<file path="src/sound_pkg.sv">
// constants and the mixer byte union shared by the audio block; port offsets are relative to the 16-port window
`default_nettype none

package sound_pkg;

	// port offsets inside the sb_cs window
	localparam logic [3:0] PORT_MIX_INDEX  = 4'h4;
	localparam logic [3:0] PORT_MIX_DATA   = 4'h5;
	localparam logic [3:0] PORT_DSP_RESET  = 4'h6;
	localparam logic [3:0] PORT_DSP_READ   = 4'hA;
	localparam logic [3:0] PORT_DSP_WRITE  = 4'hC;
	localparam logic [3:0] PORT_DSP_STATUS = 4'hE;

	// mixer register indices
	localparam logic [7:0] MIX_RESET    = 8'h00;
	localparam logic [7:0] MIX_VOICE    = 8'h04; // sbpro packed
	localparam logic [7:0] MIX_MASTER   = 8'h22; // sbpro packed
	localparam logic [7:0] MIX_FM       = 8'h26; // sbpro packed
	localparam logic [7:0] MIX_MASTER_L = 8'h30;
	localparam logic [7:0] MIX_MASTER_R = 8'h31;
	localparam logic [7:0] MIX_VOICE_L  = 8'h32;
	localparam logic [7:0] MIX_VOICE_R  = 8'h33;
	localparam logic [7:0] MIX_FM_L     = 8'h34;
	localparam logic [7:0] MIX_FM_R     = 8'h35;
	localparam logic [7:0] MIX_IRQ_SEL  = 8'h80;
	localparam logic [7:0] MIX_IRQ_STAT = 8'h82;

	// dsp command codes
	localparam logic [7:0] DSP_CMD_DIRECT  = 8'h10;
	localparam logic [7:0] DSP_CMD_SPK_ON  = 8'hD1;
	localparam logic [7:0] DSP_CMD_SPK_OFF = 8'hD3;
	localparam logic [7:0] DSP_CMD_IDENT   = 8'hE0;
	localparam logic [7:0] DSP_CMD_IRQ8    = 8'hF2;

	localparam logic [7:0] DSP_READY_BYTE = 8'hAA;
	localparam logic [3:0] DSP_RESET_US   = 4'd4; // ticks from reset release to ready

	// dsp state encoding
	localparam logic [2:0] DSP_ST_IDLE  = 3'd0; // no reset seen yet
	localparam logic [2:0] DSP_ST_HOLD  = 3'd1;
	localparam logic [2:0] DSP_ST_COUNT = 3'd2;
	localparam logic [2:0] DSP_ST_CMD   = 3'd3;
	localparam logic [2:0] DSP_ST_ARG   = 3'd4;

	localparam logic [27:0] TICK_STEP = 28'd1_000_000; // 1 MHz tick rate

	localparam logic [4:0] VOL_DEFAULT = 5'h1F;

	// sbpro view: two nibbles, left high
	typedef struct packed {
		logic [3:0] left;
		logic [3:0] right;
	} sbpro_vol_t;

	// sb16 view: one 5-bit level, low bits ignored
	typedef struct packed {
		logic [4:0] level;
		logic [2:0] pad;
	} sb16_vol_t;

	typedef union packed {
		sbpro_vol_t sbpro;
		sb16_vol_t  sb16;
	} vol_byte_u;

endpackage

`default_nettype wire

</file>
<file path="src/rate_tick.sv">
// clock_rate is the clk frequency in Hz, at least 1 MHz and below about 267 MHz; ticks jitter by one cycle
`timescale 1ns/1ns
`default_nettype none

module rate_tick (
	input  wire        clk,
	input  wire        rst_n,
	input  wire [27:0] clock_rate,
	output logic       ce_1us
);

	logic [27:0] rate_q;
	logic [27:0] acc;
	logic [27:0] acc_sum;

	always_ff @(posedge clk) begin
		rate_q <= clock_rate;
	end

	assign acc_sum = acc + sound_pkg::TICK_STEP;

	always_ff @(posedge clk) begin
		if (!rst_n) begin
			acc    <= '0;
			ce_1us <= 1'b0;
		end else if (acc_sum >= rate_q) begin
			acc    <= acc_sum - rate_q; // keep the fraction
			ce_1us <= 1'b1;
		end else begin
			acc    <= acc_sum;
			ce_1us <= 1'b0;
		end
	end

	// a rate under 1 MHz would need more than one tick per cycle
	assert property (@(posedge clk) disable iff (!rst_n)
		rate_q >= sound_pkg::TICK_STEP)
		else $error("rate_tick: clock_rate below 1 MHz");

endmodule

`default_nettype wire

</file>
<file path="src/sample_mix.sv">
// signed 16-bit sources; each source is halved before the sum so the output cannot overflow
`timescale 1ns/1ns
`default_nettype none

module sample_mix (
	input  wire         clk,
	input  wire  [15:0] dsp_sample,
	input  wire  [15:0] fm_l,
	input  wire  [15:0] fm_r,
	input  wire  [4:0]  vol_voice_l,
	input  wire  [4:0]  vol_voice_r,
	input  wire  [4:0]  vol_fm_l,
	input  wire  [4:0]  vol_fm_r,
	output logic [15:0] sample_l,
	output logic [15:0] sample_r
);

	logic [15:0] voice_l_q;
	logic [15:0] voice_r_q;
	logic [15:0] fm_l_q;
	logic [15:0] fm_r_q;

	// 6 dB per volume step, top four bits only
	function automatic logic [15:0] attenuate(input logic [15:0] s, input logic [4:0] vol);
		logic [3:0] shift;
		shift = 4'd15 - vol[4:1];
		return $signed(s) >>> shift;
	endfunction

	function automatic logic [15:0] half(input logic [15:0] s);
		return {s[15], s[15:1]};
	endfunction

	// stage 1, attenuate
	always_ff @(posedge clk) begin
		voice_l_q <= attenuate(dsp_sample, vol_voice_l); // mono voice on both sides
		voice_r_q <= attenuate(dsp_sample, vol_voice_r);
		fm_l_q    <= attenuate(fm_l, vol_fm_l);
		fm_r_q    <= attenuate(fm_r, vol_fm_r);
	end

	// stage 2, sum
	always_ff @(posedge clk) begin
		sample_l <= half(voice_l_q) + half(fm_l_q);
		sample_r <= half(voice_r_q) + half(fm_r_q);
	end

endmodule

`default_nettype wire

</file>
<file path="src/sb_dsp.sv">
// minimal dsp: reset handshake, direct dac, speaker, ident and forced 8-bit irq only; no dma
`timescale 1ns/1ns
`default_nettype none

module sb_dsp (
	input  wire         clk,
	input  wire         rst_n,
	input  wire         ce_1us,
	input  wire  [3:0]  address,
	input  wire         rd,
	input  wire         wr,
	input  wire  [7:0]  writedata,
	output logic [7:0]  rd_data,
	output logic        irq8,
	output logic [15:0] dsp_sample
);

	logic [2:0] state;
	logic [7:0] cmd;       // command awaiting its argument
	logic [3:0] reset_cnt;
	logic [7:0] out_byte;
	logic       out_valid;
	logic       speaker;
	logic       cmd_wr;

	assign cmd_wr = wr && (address == sound_pkg::PORT_DSP_WRITE);

	always_ff @(posedge clk) begin
		if (!rst_n) begin
			state      <= sound_pkg::DSP_ST_IDLE;
			cmd        <= 8'h00;
			reset_cnt  <= 4'd0;
			out_byte   <= 8'h00;
			out_valid  <= 1'b0;
			speaker    <= 1'b0;
			irq8       <= 1'b0;
			dsp_sample <= 16'h0000;
		end else begin
			if (rd && address == sound_pkg::PORT_DSP_READ)
				out_valid <= 1'b0;
			if (rd && address == sound_pkg::PORT_DSP_STATUS)
				irq8 <= 1'b0; // status read acks the irq

			if (wr && address == sound_pkg::PORT_DSP_RESET) begin
				if (writedata[0]) begin
					state      <= sound_pkg::DSP_ST_HOLD;
					out_valid  <= 1'b0;
					speaker    <= 1'b0;
					irq8       <= 1'b0;
					dsp_sample <= 16'h0000;
				end else if (state == sound_pkg::DSP_ST_HOLD) begin
					state     <= sound_pkg::DSP_ST_COUNT;
					reset_cnt <= sound_pkg::DSP_RESET_US;
				end
			end else begin
				case (state)
					sound_pkg::DSP_ST_COUNT: begin
						if (ce_1us) begin
							if (reset_cnt == 4'd1) begin
								out_byte  <= sound_pkg::DSP_READY_BYTE;
								out_valid <= 1'b1;
								state     <= sound_pkg::DSP_ST_CMD;
							end else begin
								reset_cnt <= reset_cnt - 4'd1;
							end
						end
					end
					sound_pkg::DSP_ST_CMD: begin
						if (cmd_wr) begin
							cmd <= writedata;
							case (writedata)
								sound_pkg::DSP_CMD_DIRECT,
								sound_pkg::DSP_CMD_IDENT: state <= sound_pkg::DSP_ST_ARG;
								sound_pkg::DSP_CMD_SPK_ON: speaker <= 1'b1;
								sound_pkg::DSP_CMD_SPK_OFF: begin
									speaker    <= 1'b0;
									dsp_sample <= 16'h0000;
								end
								sound_pkg::DSP_CMD_IRQ8: irq8 <= 1'b1;
								default: ; // unknown commands dropped
							endcase
						end
					end
					sound_pkg::DSP_ST_ARG: begin
						if (cmd_wr) begin
							state <= sound_pkg::DSP_ST_CMD;
							if (cmd == sound_pkg::DSP_CMD_IDENT) begin
								out_byte  <= ~writedata;
								out_valid <= 1'b1;
							end else if (speaker) begin
								// unsigned 8-bit to signed, in the high byte
								dsp_sample <= {~writedata[7], writedata[6:0], 8'h00};
							end else begin
								dsp_sample <= 16'h0000;
							end
						end
					end
					default: ; // idle and hold wait on the reset port
				endcase
			end
		end
	end

	always_comb begin
		case (address)
			sound_pkg::PORT_DSP_READ:   rd_data = out_byte;
			sound_pkg::PORT_DSP_STATUS: rd_data = {out_valid, 7'h00};
			default:                    rd_data = 8'h00; // write port always ready
		endcase
	end

	// the top gates both strobes from one bus cycle
	assert property (@(posedge clk) disable iff (!rst_n) !(wr && rd))
		else $error("sb_dsp: read and write strobes together");

endmodule

`default_nettype wire

</file>
<file path="src/sb_mixer.sv">
// mixer registers for master, voice and fm only; cd, line and dma select registers read as 0
`timescale 1ns/1ns
`default_nettype none

module sb_mixer (
	input  wire        clk,
	input  wire        rst_n,
	input  wire  [3:0] address,
	input  wire        wr,
	input  wire  [7:0] writedata,
	input  wire        irq8,
	output logic [7:0] mix_rd_data,
	output logic [4:0] vol_master_l,
	output logic [4:0] vol_master_r,
	output logic [4:0] vol_voice_l,
	output logic [4:0] vol_voice_r,
	output logic [4:0] vol_fm_l,
	output logic [4:0] vol_fm_r,
	output logic [1:0] irq_sel
);

	logic [7:0]           mix_index;
	sound_pkg::vol_byte_u wr_vol;
	logic                 data_wr;

	// nibble to 5 bits, top bit repeated as lsb
	function automatic logic [4:0] widen(input logic [3:0] nib);
		return {nib, nib[3]};
	endfunction

	assign wr_vol  = writedata;
	assign data_wr = wr && (address == sound_pkg::PORT_MIX_DATA);

	always_ff @(posedge clk) begin
		if (!rst_n) begin
			mix_index <= 8'h00;
		end else if (wr && address == sound_pkg::PORT_MIX_INDEX) begin
			mix_index <= writedata;
		end
	end

	always_ff @(posedge clk) begin
		if (!rst_n || (data_wr && mix_index == sound_pkg::MIX_RESET)) begin
			vol_master_l <= sound_pkg::VOL_DEFAULT;
			vol_master_r <= sound_pkg::VOL_DEFAULT;
			vol_voice_l  <= sound_pkg::VOL_DEFAULT;
			vol_voice_r  <= sound_pkg::VOL_DEFAULT;
			vol_fm_l     <= sound_pkg::VOL_DEFAULT;
			vol_fm_r     <= sound_pkg::VOL_DEFAULT;
		end else if (data_wr) begin
			case (mix_index)
				sound_pkg::MIX_MASTER: begin
					vol_master_l <= widen(wr_vol.sbpro.left);
					vol_master_r <= widen(wr_vol.sbpro.right);
				end
				sound_pkg::MIX_VOICE: begin
					vol_voice_l <= widen(wr_vol.sbpro.left);
					vol_voice_r <= widen(wr_vol.sbpro.right);
				end
				sound_pkg::MIX_FM: begin
					vol_fm_l <= widen(wr_vol.sbpro.left);
					vol_fm_r <= widen(wr_vol.sbpro.right);
				end
				sound_pkg::MIX_MASTER_L: vol_master_l <= wr_vol.sb16.level;
				sound_pkg::MIX_MASTER_R: vol_master_r <= wr_vol.sb16.level;
				sound_pkg::MIX_VOICE_L:  vol_voice_l  <= wr_vol.sb16.level;
				sound_pkg::MIX_VOICE_R:  vol_voice_r  <= wr_vol.sb16.level;
				sound_pkg::MIX_FM_L:     vol_fm_l     <= wr_vol.sb16.level;
				sound_pkg::MIX_FM_R:     vol_fm_r     <= wr_vol.sb16.level;
				default: ;
			endcase
		end
	end

	// irq line select, not touched by MIX_RESET
	always_ff @(posedge clk) begin
		if (!rst_n) begin
			irq_sel <= 2'b00;
		end else if (data_wr && mix_index == sound_pkg::MIX_IRQ_SEL) begin
			case (writedata[3:2])
				2'b01:   irq_sel <= 2'b01; // irq7
				2'b10:   irq_sel <= 2'b10; // irq10
				default: irq_sel <= 2'b00; // irq5
			endcase
		end
	end

	always_comb begin
		case (mix_index)
			sound_pkg::MIX_MASTER:   mix_rd_data = {vol_master_l[4:1], vol_master_r[4:1]};
			sound_pkg::MIX_VOICE:    mix_rd_data = {vol_voice_l[4:1], vol_voice_r[4:1]};
			sound_pkg::MIX_FM:       mix_rd_data = {vol_fm_l[4:1], vol_fm_r[4:1]};
			sound_pkg::MIX_MASTER_L: mix_rd_data = {vol_master_l, 3'b000};
			sound_pkg::MIX_MASTER_R: mix_rd_data = {vol_master_r, 3'b000};
			sound_pkg::MIX_VOICE_L:  mix_rd_data = {vol_voice_l, 3'b000};
			sound_pkg::MIX_VOICE_R:  mix_rd_data = {vol_voice_r, 3'b000};
			sound_pkg::MIX_FM_L:     mix_rd_data = {vol_fm_l, 3'b000};
			sound_pkg::MIX_FM_R:     mix_rd_data = {vol_fm_r, 3'b000};
			sound_pkg::MIX_IRQ_SEL:
				mix_rd_data = {4'h0, irq_sel[1], irq_sel[0], ~|irq_sel, 1'b0};
			sound_pkg::MIX_IRQ_STAT: mix_rd_data = {7'h00, irq8};
			default:                 mix_rd_data = 8'h00;
		endcase
	end

	// the top routes to exactly one irq line
	assert property (@(posedge clk) disable iff (!rst_n) irq_sel != 2'b11)
		else $error("sb_mixer: two irq lines selected");

endmodule

`default_nettype wire

</file>
<file path="src/sound_top.sv">
// sound blaster style block without opl3, c/ms or dma; fm samples come in on fm_l and fm_r
`timescale 1ns/1ns
`default_nettype none

module sound_top (
	input  wire         clk,
	input  wire         rst_n,
	input  wire  [3:0]  address,
	input  wire         read,
	input  wire         write,
	input  wire  [7:0]  writedata,
	output logic [7:0]  readdata,
	input  wire         sb_cs,      // 16-port window
	input  wire  [27:0] clock_rate, // clk frequency in Hz
	input  wire  [15:0] fm_l,
	input  wire  [15:0] fm_r,
	output logic        irq_5,
	output logic        irq_7,
	output logic        irq_10,
	output logic [4:0]  vol_l,
	output logic [4:0]  vol_r,
	output logic [15:0] sample_l,
	output logic [15:0] sample_r
);

	logic        sb_read;
	logic        sb_write;
	logic        ce_1us;
	logic [7:0]  mix_rd_data;
	logic [7:0]  dsp_rd_data;
	logic        irq8;
	logic [15:0] dsp_sample;
	logic [4:0]  vol_voice_l;
	logic [4:0]  vol_voice_r;
	logic [4:0]  vol_fm_l;
	logic [4:0]  vol_fm_r;
	logic [1:0]  irq_sel;

	assign sb_read  = read & sb_cs;
	assign sb_write = write & sb_cs;

	always_ff @(posedge clk) begin
		if (!rst_n) begin
			readdata <= 8'h00;
		end else if (sb_read) begin
			readdata <= (address == sound_pkg::PORT_MIX_DATA) ? mix_rd_data : dsp_rd_data;
		end
	end

	assign irq_5  = irq8 & ~irq_sel[0] & ~irq_sel[1]; // default line
	assign irq_7  = irq8 & irq_sel[0];
	assign irq_10 = irq8 & irq_sel[1];

	rate_tick u_rate_tick (
		.clk        (clk),
		.rst_n      (rst_n),
		.clock_rate (clock_rate),
		.ce_1us     (ce_1us)
	);

	sb_dsp u_dsp (
		.clk        (clk),
		.rst_n      (rst_n),
		.ce_1us     (ce_1us),
		.address    (address),
		.rd         (sb_read),
		.wr         (sb_write),
		.writedata  (writedata),
		.rd_data    (dsp_rd_data),
		.irq8       (irq8),
		.dsp_sample (dsp_sample)
	);

	sb_mixer u_mixer (
		.clk          (clk),
		.rst_n        (rst_n),
		.address      (address),
		.wr           (sb_write),
		.writedata    (writedata),
		.irq8         (irq8),
		.mix_rd_data  (mix_rd_data),
		.vol_master_l (vol_l),
		.vol_master_r (vol_r),
		.vol_voice_l  (vol_voice_l),
		.vol_voice_r  (vol_voice_r),
		.vol_fm_l     (vol_fm_l),
		.vol_fm_r     (vol_fm_r),
		.irq_sel      (irq_sel)
	);

	sample_mix u_sample_mix (
		.clk         (clk),
		.dsp_sample  (dsp_sample),
		.fm_l        (fm_l),
		.fm_r        (fm_r),
		.vol_voice_l (vol_voice_l),
		.vol_voice_r (vol_voice_r),
		.vol_fm_l    (vol_fm_l),
		.vol_fm_r    (vol_fm_r),
		.sample_l    (sample_l),
		.sample_r    (sample_r)
	);

endmodule

`default_nettype wire

</file>
<file path="config.mk">
export PLATFORM = sky130hd
export DESIGN_NAME = sound_top
export DESIGN_NICKNAME = d
export VERILOG_FILES = /design/src/sound_pkg.sv /design/src/rate_tick.sv /design/src/sample_mix.sv /design/src/sb_dsp.sv /design/src/sb_mixer.sv /design/src/sound_top.sv
export SDC_FILE = /design/constraint.sdc
export NUM_CORES = 1
export LEC_CHECK = 0
export BUFFER_PORTS_ARGS = -buffer_cell sky130_fd_sc_hd__buf_2
export CAP_MARGIN = 30
export CORE_ASPECT_RATIO = 1.4
export CORE_UTILIZATION = 56
export CTS_BUF_LIST = sky130_fd_sc_hd__clkbuf_2 sky130_fd_sc_hd__clkbuf_4 sky130_fd_sc_hd__clkbuf_8
export CTS_CLUSTER_DIAMETER = 40
export DETAILED_ROUTE_END_ITERATION = 16
export PLACE_DENSITY = 0.82
export SKIP_CTS_REPAIR_TIMING = 1
export SLEW_MARGIN = 20
export SYNTH_ARGS = -nofsm -noshare
export SYNTH_HDL_FRONTEND = slang
export SYNTH_SLANG_ARGS = --single-unit
export TNS_END_PERCENT = 20
</file>
<file path="constraint.sdc">
create_clock -name clk -period 3.2 [get_ports clk]
set_input_delay 0.32 -clock clk [delete_from_list [all_inputs] [get_ports clk]]
set_output_delay 0.32 -clock clk [all_outputs]
set_load 0.01 [all_outputs]
</file>
# [Yosys cells after proc, flatten, opt, wreduce, memory -nomap -nowiden]
# Cells that the tools add are included.
[totals] wordCells=196 inputBits=77 n_memories=0 latch_bits=0 register_bits=243 ramBits=0 romBits=0 out_inout_bits=53
[op_classes] magnitude_cmp=1 n_div=0 add_sub_neg=9 n_eq_ne=46 muxes=59 shifts=4 reduce_logical=40 mul=0 bitwise_logic=11
[op_table] op="$mux 16" n=7
[op_table] op="$pmux 8 s11" n=1
[op_table] op="$eq 8x6->1 const B" n=8
[op_table] op="$sshr 16x4->16" n=4
[op_table] op="$pmux 5 s2" n=6
[op_table] op="$eq 8x8->1 const B" n=7
[op_table] op="$mux 8" n=5
[op_table] op="$add 15x15->16" n=2
[op_table] op="$pmux 16 s2" n=1
[op_table] op="$pmux 8 s2" n=2
[op_table] op="$add 28x20->28 const B" n=1
[op_table] op="$ge 28x28->1" n=1
[op_table] op="$mux 28" n=1
[op_table] op="$sub 28x28->28" n=1
[op_table] op="$mux 3" n=8
[op_table] op="$mux 4" n=6
[op_table] op="$reduce_bool 2->1" n=11
[op_table] op="$mux 1" n=18
[op_table] op="$sub 4x4->4 const A" n=4
[op_table] op="$eq 4x3->1 const B" n=3
[op_table] op="$eq 4x4->1 const B" n=3
[op_table] op="$ne 3x1->1 const B" n=4
[op_table] op="$reduce_and 2->1" n=6
[op_table] op="$reduce_and 6->1" n=2
[op_table] op="other kinds (30)" n=58

# [Logic depth before layout (Yosys ltp)]
# Gate-level depths: netlist of the first run.
[logic_depth] ltp_word=7 ltp_mapped=17 ltp_nobuf=15

# [Hierarchy]
# A second synthesis of the first run with hierarchy kept.
[unflattened] cells_unflattened=1603 area_unflattened_um2=13929.6
[modules_own_cells] mod="sample_mix" area_each_um2=5401.4 cells_per_inst=592 seq_area_each_um2=1821.7 instances=1
[modules_own_cells] mod="rate_tick" area_each_um2=3622.2 cells_per_inst=440 seq_area_each_um2=1141.1 instances=1
[modules_own_cells] mod="sb_mixer" area_each_um2=2620.0 cells_per_inst=314 seq_area_each_um2=800.8 instances=1
[modules_own_cells] mod="sb_dsp" area_each_um2=1899.3 cells_per_inst=216 seq_area_each_um2=680.7 instances=1
[modules_own_cells] mod="sound_top" area_each_um2=386.6 cells_per_inst=41 seq_area_each_um2=160.2 instances=1

# [Least setup slack after synthesis of the first run]
# OpenSTA, ideal clock, no wires.
[synth_timing] path_kind="register to register" from="register u_rate_tick.acc[8]" to="register u_rate_tick.acc[23]" n_path_buf=1 t_arrival_ns=3.411 setup_time_ns=0.070 stages_incl_launch_ff=16 path_slack_ns=-0.281 t_required_ns=3.130 period_less_slack_ns=3.481 cell_sequence="dfxtp_1 a31oi_1 nor2_1 a31oi_1 nor2b_1 o41ai_1 nand2_1 ha_1 buf_2 nand4_2 nor4_2 a211oi_2 a311o_1 o21a_1 or3b_1 a21oi_1"
[synth_via] elab_chain_cells=3 elab_cells_between_ends=4 cone_classes="add/sub (2); order compare (1); mux (1)"
[synth_lines] item="start: declaration" line="rate_tick.sv:13" source="logic [27:0] acc;"
[synth_lines] item="start signal: assignment" line="rate_tick.sv:27" source="acc <= acc_sum - rate_q;"
[synth_lines] item="start signal: assignment" line="rate_tick.sv:30" source="acc <= acc_sum;"
[synth_lines] item="$add 28x20->28 (*)" line="rate_tick.sv:20" source="assign acc_sum = acc + sound_pkg::TICK_STEP;"
[synth_lines] item="$sub 28x28->28 or $ge 28x28->1 (tied branches)" line="rate_tick.sv:27, rate_tick.sv:26"
[synth_lines] item="$mux 28 (*)" line="rate_tick.sv:26" source="end else if (acc_sum >= rate_q) begin"
# Mark *: on every way between the ends. The rest lies on a longest branch, timed or not.
# A chain may end at the register's enable or synchronous reset.

# [Worst setup path after layout of the first run]
[layout_timing] from="register u_rate_tick.acc[7]" to="register u_rate_tick.acc[22]"
# Same word-level chain as after synthesis.

==> results.py, run 1 <==
metrics = {
    "cts": {
        "clock_sinks": 230,
        "cts_tree": "done",
        "htree_num_levels": 2,
        "insertion_delay_ns": 0.55,
        "cts_buffers": 38,
        "clk_path_buf_depth": 3,
        "clock-root-buffer": "clkbuf_8",
        "cts.clk_slew.worst_paths_ns": 0.06,
    },
    "place": {
        "gp_congestion": 0.916,
        "port-buffer-count": 127,
        "hpwl_mm": 23.5,
    },
    "cells_and_area": {
        "drive_gt1_share_pct": 22.7,
        "nFillCells": 1650,
        "n_antenna_cell": 0,
        "final_common_cell": "dfxtp_1",
        "area_growth_pct": 22.2,
        "fin_nets": 1827,
        "final_cell_mix": "dfxtp_1, nand2_1, buf_2",
        "final_core_util_pct": 70.3,
    },
    "floorplanning": {
        "rows": 64,
        "core-area_um2": 22100,
        "dieArea_um2": 23300,
        "start_util_pct": 57.5,
        "ios": 130,
        "dieWidth_um": 129,
        "die_y_um": 180,
    },
    "route": {
        "routed_wirelength_mm": 33.9,
        "ant_nets": 0,
        "drt-wirelength-per-cell_um": 16.9,
        "viasPerCell": 5.90,
        "first_iter_violations": 798,
        "drc": 0,
        "met3_length_mm": 1.90,
        "wirelength_met1_mm": 12.0,
        "vias": 11800,
        "wl_met2_mm": 18.2,
        "highest_layer": "met4",
        "dr.pass1.iters": 6,
    },
    "synthesis": {
        "synth_top_family_by_area": "simple AND/OR/NAND/NOR gates",
        "synth_area_leaders": "dfxtp_1, mux2i_1, ha_1",
        "ys_async_sr_fraction_pct": 0,
        "synthSimpleGateAreaFrac_pct": 18.4,
        "syn-num-nets": 1613,
        "synth_compound_area_share_pct": 17.8,
        "synth.top_cell.area_share_pct": 36.2,
        "yosysWarnings": 0,
        "synth_top_area_cell": "dfxtp_1",
        "synth_adder_area_share_pct": 6.48,
        "netlist_area_um2": 12700,
        "muxShareOfSynthArea_pct": 12.1,
        "syn_inst": 1472,
        "synth_xor_area_share_pct": 4.62,
        "ys_seq_area_share_pct": 36.2,
        "ys_dominant_reg_cell": "dfxtp_1",
        "synth_edf_count": 0,
        "yosysUniqueCellTypes": 70,
        "syn_area_per_cell_um2": 8.64,
        "ys_seq_elements": 230,
    },
    "run_status": {
        "violations": "negative setup slack",
        "outcome": "finished with violations",
    },
    "grt": {
        "grt_pass1_wl_mm": 52.5,
        "grt_use_total_pct": 27.8,
        "antenna_found_initial": 0,
        "gr-total-overflow": 0,
        "grt_max_degree": 62,
        "grt_pass1_vias": 11500,
    },
    "sta": {
        "period_share_pct": 106,
        "slew_violations": 0,
        "hold_viol_final": 0,
        "relSlewSlack_pct": 42.2,
        "setup_viol": 29,
        "fmax_mhz": 295,
        "fin_ws_ns": -0.195,
        "clock_skew_ns": 0.0309,
        "worstMarginPinSlew_ns": 0.866,
        "grt_setup_unrepaired": "true",
        "period_needed_ns": 3.40,
    },
    "critical_path": {
        "cp.required_ns": 3.64,
        "ff2ff_path_depth": 14,
        "slowest_delay_ns": 0.36,
        "cp_cell_sequence": "a31oi_4 > nor2_4 > a31oi_4 > nor2b_2 > o41ai_2 > nand2_1 > ha_4 > nand4_4 > nor4_4 > a211oi_2 > a311o_1 > o21a_4 > buf_4 > o41ai_2",
        "cp_max_fo": 5,
        "worst_setup_path_start_kind": "register",
        "cp.arrival_ns": 3.84,
        "cp_slowest_cell": "dfxtp_4",
        "worstSetupEndpointType": "register",
        "worst-setup-path-type": "register to register",
    },
    "worst_hold_path": {
        "hold_class": "input port to register",
        "whs_path_depth": 1,
    },
    "flow_run": {
        "cap_violations": 0,
    },
    "power": {
        "power_leakage_nw": 7.26,
        "power.density_nw_per_um2": 545,
        "p_total_mw": 8.46,
        "ir_drop_v": 0.000709,
    },
}
-- layer usage --
metal  global-route usage, %  up-vias
li1                        -     5720
met4                    15.7        0
met3                    4.45      143
met2                    52.3      466
met1                    28.3     5518
met5                       0        -
-- where the power goes --
group / switching [mW] / internal, mW / leakage, nW
logic: 1.40 / 1.30 / 4.95
clock network: 1.16 / 1.49 / 0.415
registers: 0.0933 / 3.01 / 1.90
total: 2.66 / 5.80 / 7.26
-- kinds of logic after synthesis --
family / Yosys count
buffers and inverters: 147
adder cells (fa/ha/maj): 64
multiplexers: 131
flip-flops: 230
AO/OA/AOI/OAI: 353
XOR/XNOR: 67
AND/OR/NAND/NOR: 480
-- path summary, 6_finish.rpt --
check	startpoint	end	slack, ns
worst max register to register	u_rate_tick.acc[7]	u_rate_tick.acc[22]	-0.20
worst min register to register	u_sample_mix.voice_r_q[1]	u_sample_mix.sample_r[0]	0.44
worst min-delay path	fm_r[15]	u_sample_mix.fm_r_q[15]	0.03
worst max-delay path	u_rate_tick.acc[7]	u_rate_tick.acc[22]	-0.20
-- worst max-delay path: cells and delay by family, from the launching register on --
family	cells	cell delay (ns)
AND/OR/NAND/NOR	5	0.74
buffers and inverters	1	0.14
adder cells (fa/ha/maj)	1	0.30
flip-flops	1	0.36
AO/OA/AOI/OAI	7	1.73
-- Yosys cell counts, drive strengths merged (3+ instances only) --
master and number:
nor3b 5, nand2b 8, a211oi 24, o21bai 7, xor2 19, mux4 16, a21oi 111, o21a 16
mux2i 98, a21boi 4, nand2 152, nand3b 5, o2bb2ai 3, nand4 7, nor2b 22, ha 61
dfxtp 230, or3 9, fa 3, a21o 24, nor4b 7, mux2 17, buf 19, nor4 13
clkbuf 64, and3 19, o21ai 71, inv 63, nor2 113, xnor2 48, or2 4, or4 4
o41ai 3, o211ai 26, a22oi 16, o31ai 5, nor3 24, and2 10, nand4b 3, nand3 73
a31oi 11, a31o 9
-- registers in the layout, summed over array words and instances (netlist names), 2 cells and up --
signal,count
u_dsp.reset_cnt,4
u_rate_tick.acc,28
u_rate_tick.rate_q,28
u_mixer.irq_sel,2
readdata,8
u_mixer.vol_master_l,5
u_sample_mix.voice_l_q,15
u_dsp.dsp_sample,8
u_dsp.out_byte,8
u_sample_mix.sample_r,16
u_dsp.state,3
u_sample_mix.voice_r_q,14
u_dsp.cmd,8
u_sample_mix.fm_r_q,15
u_mixer.vol_fm_r,5
u_mixer.vol_voice_r,5
u_sample_mix.sample_l,16
u_mixer.vol_voice_l,5
u_sample_mix.fm_l_q,15
u_mixer.mix_index,8
u_mixer.vol_master_r,5
u_mixer.vol_fm_l,5
-- layout make-up --
cell class	instances	area [um^2]	area share (%)
inverters	64	240	1.55
repair buffers	256	1730	11.1
clock buffers	55	701	4.51
well taps	297	372	2.39
flip-flops and latches	230	4620	29.7
clock inverters	11	91.3	0.588
multi-input cells	1096	7790	50.1
-- metrics by stage --
stage	setup slack [ns]	instance area (um^2)	std cells	TNS [ns]	hold slack [ns]
3_3_place_gp	-0.235	14200	1906	-1.95	0.422
2_1_floorplan	0.0130	12800	1472	0	0.348
6_report	-0.195	15500	2009	-3.25	0.0347
4_1_cts	-0.300	15000	1972	-2.87	-0.143
3_5_place_dp	-0.300	14200	1906	-2.64	0.424
5_1_grt	-0.315	15500	2009	-7.28	0.0217
Power figures use the tool's default switching activity.
==> inputs of run 2 (changes only) <==
Settings changed: CORE_MARGIN set to 2.
==> run 2 against run 1 <==
  * The run still ends with negative setup slack left
  * Critical path depth rose by 2
  * Fmax fell by 4.8%
  * Global-route usage fell by 1.6 points
  * Critical path type unchanged
  * Largest power group unchanged
  * Highest routed layer unchanged
==> results.py, run 2 (synthesized netlist as in run 1, its figures left out) <==
metrics = {
    "sta": {
        "hold_viol_final": 0,
        "grt_setup_unrepaired": "true",
        "clock_skew_ns": 0.0412,
        "fmax_mhz": 280,
        "setup_viol": 29,
        "period_needed_ns": 3.57,
        "slew_violations": 0,
        "worstMarginPinSlew_ns": 0.875,
        "relSlewSlack_pct": 41.6,
        "fin_ws_ns": -0.366,
        "period_share_pct": 111,
    },
    "worst_hold_path": {
        "hold_class": "input port to register",
    },
    "cells_and_area": {
        "fin_nets": 1822,
        "final_cell_mix": "dfxtp_1, nand2_1, buf_2",
        "nFillCells": 1719,
        "drive_gt1_share_pct": 23.3,
        "final_core_util_pct": 69.7,
        "final_area_um2": 15700,
        "n_antenna_cell": 0,
        "final_common_cell": "dfxtp_1",
        "area_growth_pct": 23.1,
        "reg_top3": "u_rate_tick.acc: 28 flops, u_rate_tick.rate_q: 28 flops",
    },
    "power": {
        "power.density_nw_per_um2": 562,
        "combPwrFrac_pct": 31.8,
        "power_switching_mw": 2.76,
        "p_total_mw": 8.79,
        "ir_drop_v": 0.000580,
        "internal-power_mw": 6.03,
        "power_leakage_nw": 7.29,
        "seqPwrFrac_pct": 35.3,
        "clockPowerShare_pct": 32.9,
        "swShare_pct": 31.4,
    },
    "cts": {
        "insertion_delay_ns": 0.56,
        "clk_path_buf_depth": 3,
        "cts_buffers": 37,
        "cts_tree": "done",
        "htree_num_levels": 2,
        "clock-root-buffer": "clkbuf_8",
        "cts.clk_slew.worst_paths_ns": 0.07,
        "clock_sinks": 230,
    },
    "route": {
        "dr.pass1.iters": 5,
        "viasPerCell": 5.89,
        "drc": 0,
        "drt-wirelength-per-cell_um": 17.1,
        "ant_nets": 0,
        "first_iter_violations": 885,
        "routed_wirelength_mm": 34.4,
        "vias": 11800,
    },
    "critical_path": {
        "cp.arrival_ns": 4.03,
        "cp_max_fo": 13,
        "worst_setup_path_start_kind": "register",
        "r2r-start": "u_rate_tick.acc[14]",
        "r2r_end": "u_rate_tick.acc[11]",
        "endpoint": "u_rate_tick.acc[11]",
        "r2r_slack_ns": -0.37,
        "ff2ff_path_depth": 16,
        "crit_path_start": "u_rate_tick.acc[14]",
        "worstSetupEndpointType": "register",
        "worst-setup-path-type": "register to register",
        "cp.required_ns": 3.67,
    },
    "floorplanning": {
        "dieWidth_um": 131,
        "rows": 65,
        "ios": 130,
        "die_y_um": 182,
        "start_util_pct": 56.6,
        "core-area_um2": 22400,
        "dieArea_um2": 23900,
    },
    "grt": {
        "grt_max_degree": 62,
        "antenna_found_initial": 0,
        "grt_pass1_wl_mm": 51.8,
        "grt_use_total_pct": 26.1,
        "grt_pass1_vias": 11100,
        "gr-total-overflow": 0,
    },
    "place": {
        "port-buffer-count": 127,
        "dpl-instance-area_um2": 14200,
        "hpwl_mm": 23.9,
        "gp_congestion": 0.970,
    },
    "run_status": {
        "outcome": "finished with violations",
        "violations": "negative setup slack",
    },
    "flow_run": {
        "cap_violations": 0,
    },
}
-- run 2: cell count changes in the layout (fill, tap and decap cells not counted), sizes merged --
cell      before  now
buf          227  224
inv           64   67
clkinvlp       3    1
o21a          17   16
clkinv         7    4
clkbuf        56   55
bufinv         1    4
-- run 2: per-layer routing --
layer | up-vias | global-route usage, % | share of wire (%)
met5 | - | 0 | 0
met4 | 0 | 15.3 | 5.7
met3 | 154 | 3.86 | 5.7
met2 | 470 | 50.8 | 53
met1 | 5519 | 26.3 | 35
li1 | 5696 | - | -
-- run 2: how the worst min path moves through the flow --
stage,from,endpoint,slack (ns),cells past startpoint
after floorplan,clock_rate[0],u_rate_tick.rate_q[0],0.35,0
after global placement,clock_rate[22],u_rate_tick.rate_q[22],0.42,1
after detailed placement,clock_rate[5],u_rate_tick.rate_q[5],0.42,1
after CTS,clock_rate[25],u_rate_tick.rate_q[25],-0.16,1
after global routing,fm_r[15],u_sample_mix.fm_r_q[15],0.007,1
final,fm_r[15],u_sample_mix.fm_r_q[15],0.02,1
-- run 2: area by class of cell --
type	count	area, um^2	area share [%]
Sequential cell	230	4620	29.5
Tap cell	301	377	2.41
Clock buffer	54	674	4.31
Inverter	64	240	1.54
Clock inverter	12	181	1.16
Timing Repair Buffer	253	1730	11.0
Multi-Input combinational cell	1095	7830	50.0
-- run 2: power by group through the flow --
stage | sequential, mW | combinational [mW] | clock (mW)
floorplan | 3.16 | 1.52 | 0
global placement | 3.15 | 2.37 | 0
detailed placement | 3.15 | 2.44 | 0
CTS | 3.09 | 2.45 | 2.93
global route | 3.11 | 3.01 | 3.07
finish | 3.10 | 2.79 | 2.90
-- run 2: metrics by stage --
stage	hold slack, ns	setup TNS [ns]	cells	setup slack (ns)
6_report	0.0239	-6.98	2009	-0.366
3_3_place_gp	0.422	-2.18	1906	-0.181
5_1_grt	0.00685	-11.90	2009	-0.572
4_1_cts	-0.160	-5.29	1972	-0.266
2_1_floorplan	0.348	0	1472	0.0130
3_5_place_dp	0.424	-4.58	1906	-0.250
-- run 2: worst max-delay path, stage by stage, from the launching register on --
cell       delay (ns)
dfxtp_2          0.34
nand4b_1         0.28
o31ai_2          0.27
buf_4            0.18
nand2_1          0.07
xnor2_1          0.17
ha_1             0.32
nand4_1          0.18
nor4_2           0.36
nand2_1          0.11
a311o_1          0.31
buf_4            0.15
o21ai_4          0.22
buf_6            0.15
clkbuf_16        0.16
nand3_1          0.08
o21ai_0          0.13
==> inputs of run 3 (changes only) <==
Settings changed: CORE_UTILIZATION 56 to 30, CTS_CLUSTER_SIZE set to 8, PLACE_DENSITY 0.82 to 0.51.
==> run 3 against run 2 <==
  * The run still ends with negative setup slack left
  * Register-to-register slack improved by 0.13 ns
  * Sequential cell count unchanged
  * Final area increased by 3.2%
  * Power decreased by 1.3%
  * Final cell count increased by 13%
  * Die area increased by 84%
  * Worst setup slack improved by 0.13 ns
  * Wire length increased by 6.0%
  * Critical path type unchanged
  * Critical endpoint is now u_rate_tick.acc[23]
==> results.py, run 3 (synthesized netlist as in run 1, its figures left out) <==
metrics = {
    "sta": {
        "grt_setup_unrepaired": "true",
        "period_needed_ns": 3.44,
        "relSlewSlack_pct": 42.9,
        "period_share_pct": 107,
        "clock_skew_ns": 0.0325,
        "worstMarginPinSlew_ns": 0.855,
        "fin_ws_ns": -0.237,
        "setup_viol": 29,
        "slew_violations": 0,
        "fmax_mhz": 291,
        "hold_viol_final": 0,
    },
    "cells_and_area": {
        "final_cell_mix": "dfxtp_1, nand2_1, buf_2",
        "fin_nets": 1839,
        "final_common_cell": "dfxtp_1",
        "drive_gt1_share_pct": 24.4,
        "reg_top3": "u_rate_tick.acc: 28 flops, u_rate_tick.rate_q: 28 flops",
        "area_growth_pct": 27.1,
        "fin_cells": 2266,
        "final_area_um2": 16200,
    },
    "route": {
        "dr.pass1.iters": 5,
        "drt-wirelength-per-cell_um": 16.1,
        "vias": 11400,
        "viasPerCell": 5.01,
        "first_iter_violations": 435,
        "drc": 0,
        "routed_wirelength_mm": 36.4,
        "ant_nets": 0,
    },
    "place": {
        "gp_congestion": 0.838,
        "dpl-instance-area_um2": 14500,
        "port-buffer-count": 127,
        "dp_cells": 2156,
        "hpwl_mm": 26.9,
    },
    "critical_path": {
        "crit_family": "simple AND/OR/NAND/NOR gates",
        "cp_max_fo": 6,
        "cp.required_ns": 3.69,
        "cp_slowest_cell": "dfxtp_4",
        "cp_num_buf_inv": 3,
        "cp.arrival_ns": 3.93,
        "worst-setup-path-type": "register to register",
        "slowest_delay_ns": 0.37,
        "worst_setup_path_start_kind": "register",
        "worstSetupEndpointType": "register",
        "cp_cell_sequence": "ha_4 > a21oi_4 > buf_6 > nor3_4 > buf_6 > nor3_4 > xor2_2 > ha_4 > nand4_4 > nor4_4 > a211oi_2 > a311o_1 > buf_4 > o21a_4 > or3b_1 > a21oi_2",
    },
    "cts": {
        "clock_sinks": 230,
        "clk_path_buf_depth": 3,
        "clock-root-buffer": "clkbuf_8",
        "htree_num_levels": 2,
        "cts.clk_slew.worst_paths_ns": 0.06,
        "cts_tree": "done",
        "insertion_delay_ns": 0.57,
        "cts_buffers": 42,
    },
    "floorplanning": {
        "rows": 89,
        "core-area_um2": 42000,
        "start_util_pct": 30.3,
        "dieWidth_um": 178,
        "dieArea_um2": 44100,
        "ios": 130,
        "die_y_um": 248,
    },
    "grt": {
        "grt_pass1_vias": 10800,
        "grt_pass1_wl_mm": 54.9,
        "grt_max_degree": 61,
        "gr-total-overflow": 0,
        "antenna_found_initial": 3,
        "grt_use_total_pct": 15.7,
    },
    "flow_run": {
        "cap_violations": 0,
    },
    "power": {
        "seqPwrFrac_pct": 35.8,
        "combPwrFrac_pct": 33.6,
        "clockPowerShare_pct": 30.6,
        "power_leakage_nw": 7.31,
        "swShare_pct": 32.5,
        "power_switching_mw": 2.82,
        "ir_drop_v": 0.000546,
        "internal-power_mw": 5.86,
        "power.density_nw_per_um2": 537,
    },
    "worst_hold_path": {
        "hold_class": "input port to register",
    },
    "run_status": {
        "outcome": "finished with violations",
        "violations": "negative setup slack",
    },
}
==> run 3: cell count changes in the layout (fill, tap and decap cells not counted), moves of 6 or more <==
| cell | before | now |
|---|---|---|
| buf_4 | 86 | 98 |
| a21oi_2 | 2 | 8 |
| nand3_1 | 71 | 60 |
| o21ai_1 | 9 | 17 |
| a21oi_1 | 108 | 102 |
| nand3_2 | 2 | 13 |
| o21ai_0 | 61 | 51 |
==> run 3: layout make-up <==
class | count | area (um^2)
inverter | 64 | 240
sequential | 230 | 4620
clock inverter | 12 | 87.6
antenna | 1 | 2.50
multi-input combinational | 1096 | 7980
timing repair buffer | 264 | 1850
clock buffer | 53 | 692
tap | 546 | 683
fill | 4273 | 25800
==> run 3: metal layers <==
| layer | vias to the layer above | GRT usage [%] | part of all wire, % |
|---|---|---|---|
| met5 | - | 0 | 0.071 |
| met4 | 4 | 7.11 | 4.3 |
| met3 | 94 | 3.06 | 4.8 |
| met2 | 269 | 29.5 | 53 |
| met1 | 5250 | 16.7 | 38 |
| li1 | 5735 | - | - |
==> run 3: power groups by stage <==
stage          Sequential (mW)  Clock (mW)  Combinational (mW)
3_3_place_gp              3.15           0                2.51
2_1_floorplan             3.16           0                1.52
3_5_place_dp              3.15           0                2.51
5_1_grt                   3.12        2.88                3.16
6_report                  3.10        2.65                2.92
4_1_cts                   3.09        2.76                2.52
==> run 3: through the flow <==
| stage | setup slack (ns) | hold slack [ns] | utilization [%] | TNS (ns) | total power [mW] |
|---|---|---|---|---|---|
| final | -0.237 | 0.0423 | 38.5 | -5.75 | 8.68 |
| after global routing | -0.349 | 0.00949 | 38.5 | -8.68 | 9.16 |
| after CTS | -0.337 | -0.205 | 36.4 | -5.66 | 8.37 |
| after detailed placement | -0.268 | 0.424 | 34.6 | -4.47 | 5.66 |
| after global placement | -0.257 | 0.422 | 34.6 | -3.62 | 5.65 |
| after floorplan | 0.0130 | 0.348 | - | 0 | 4.68 |
==> run 3: worst paths after layout <==
check | startpoint | to | slack, ns | depth (start not counted)
setup / recovery | u_rate_tick.acc[6] | u_rate_tick.acc[23] | -0.24 | 16
hold / removal | fm_l[15] | u_sample_mix.fm_l_q[15] | 0.04 | 1
setup reg to reg | u_rate_tick.acc[6] | u_rate_tick.acc[23] | -0.24 | 16
hold reg to reg | u_sample_mix.voice_l_q[1] | u_sample_mix.sample_l[0] | 0.44 | 1
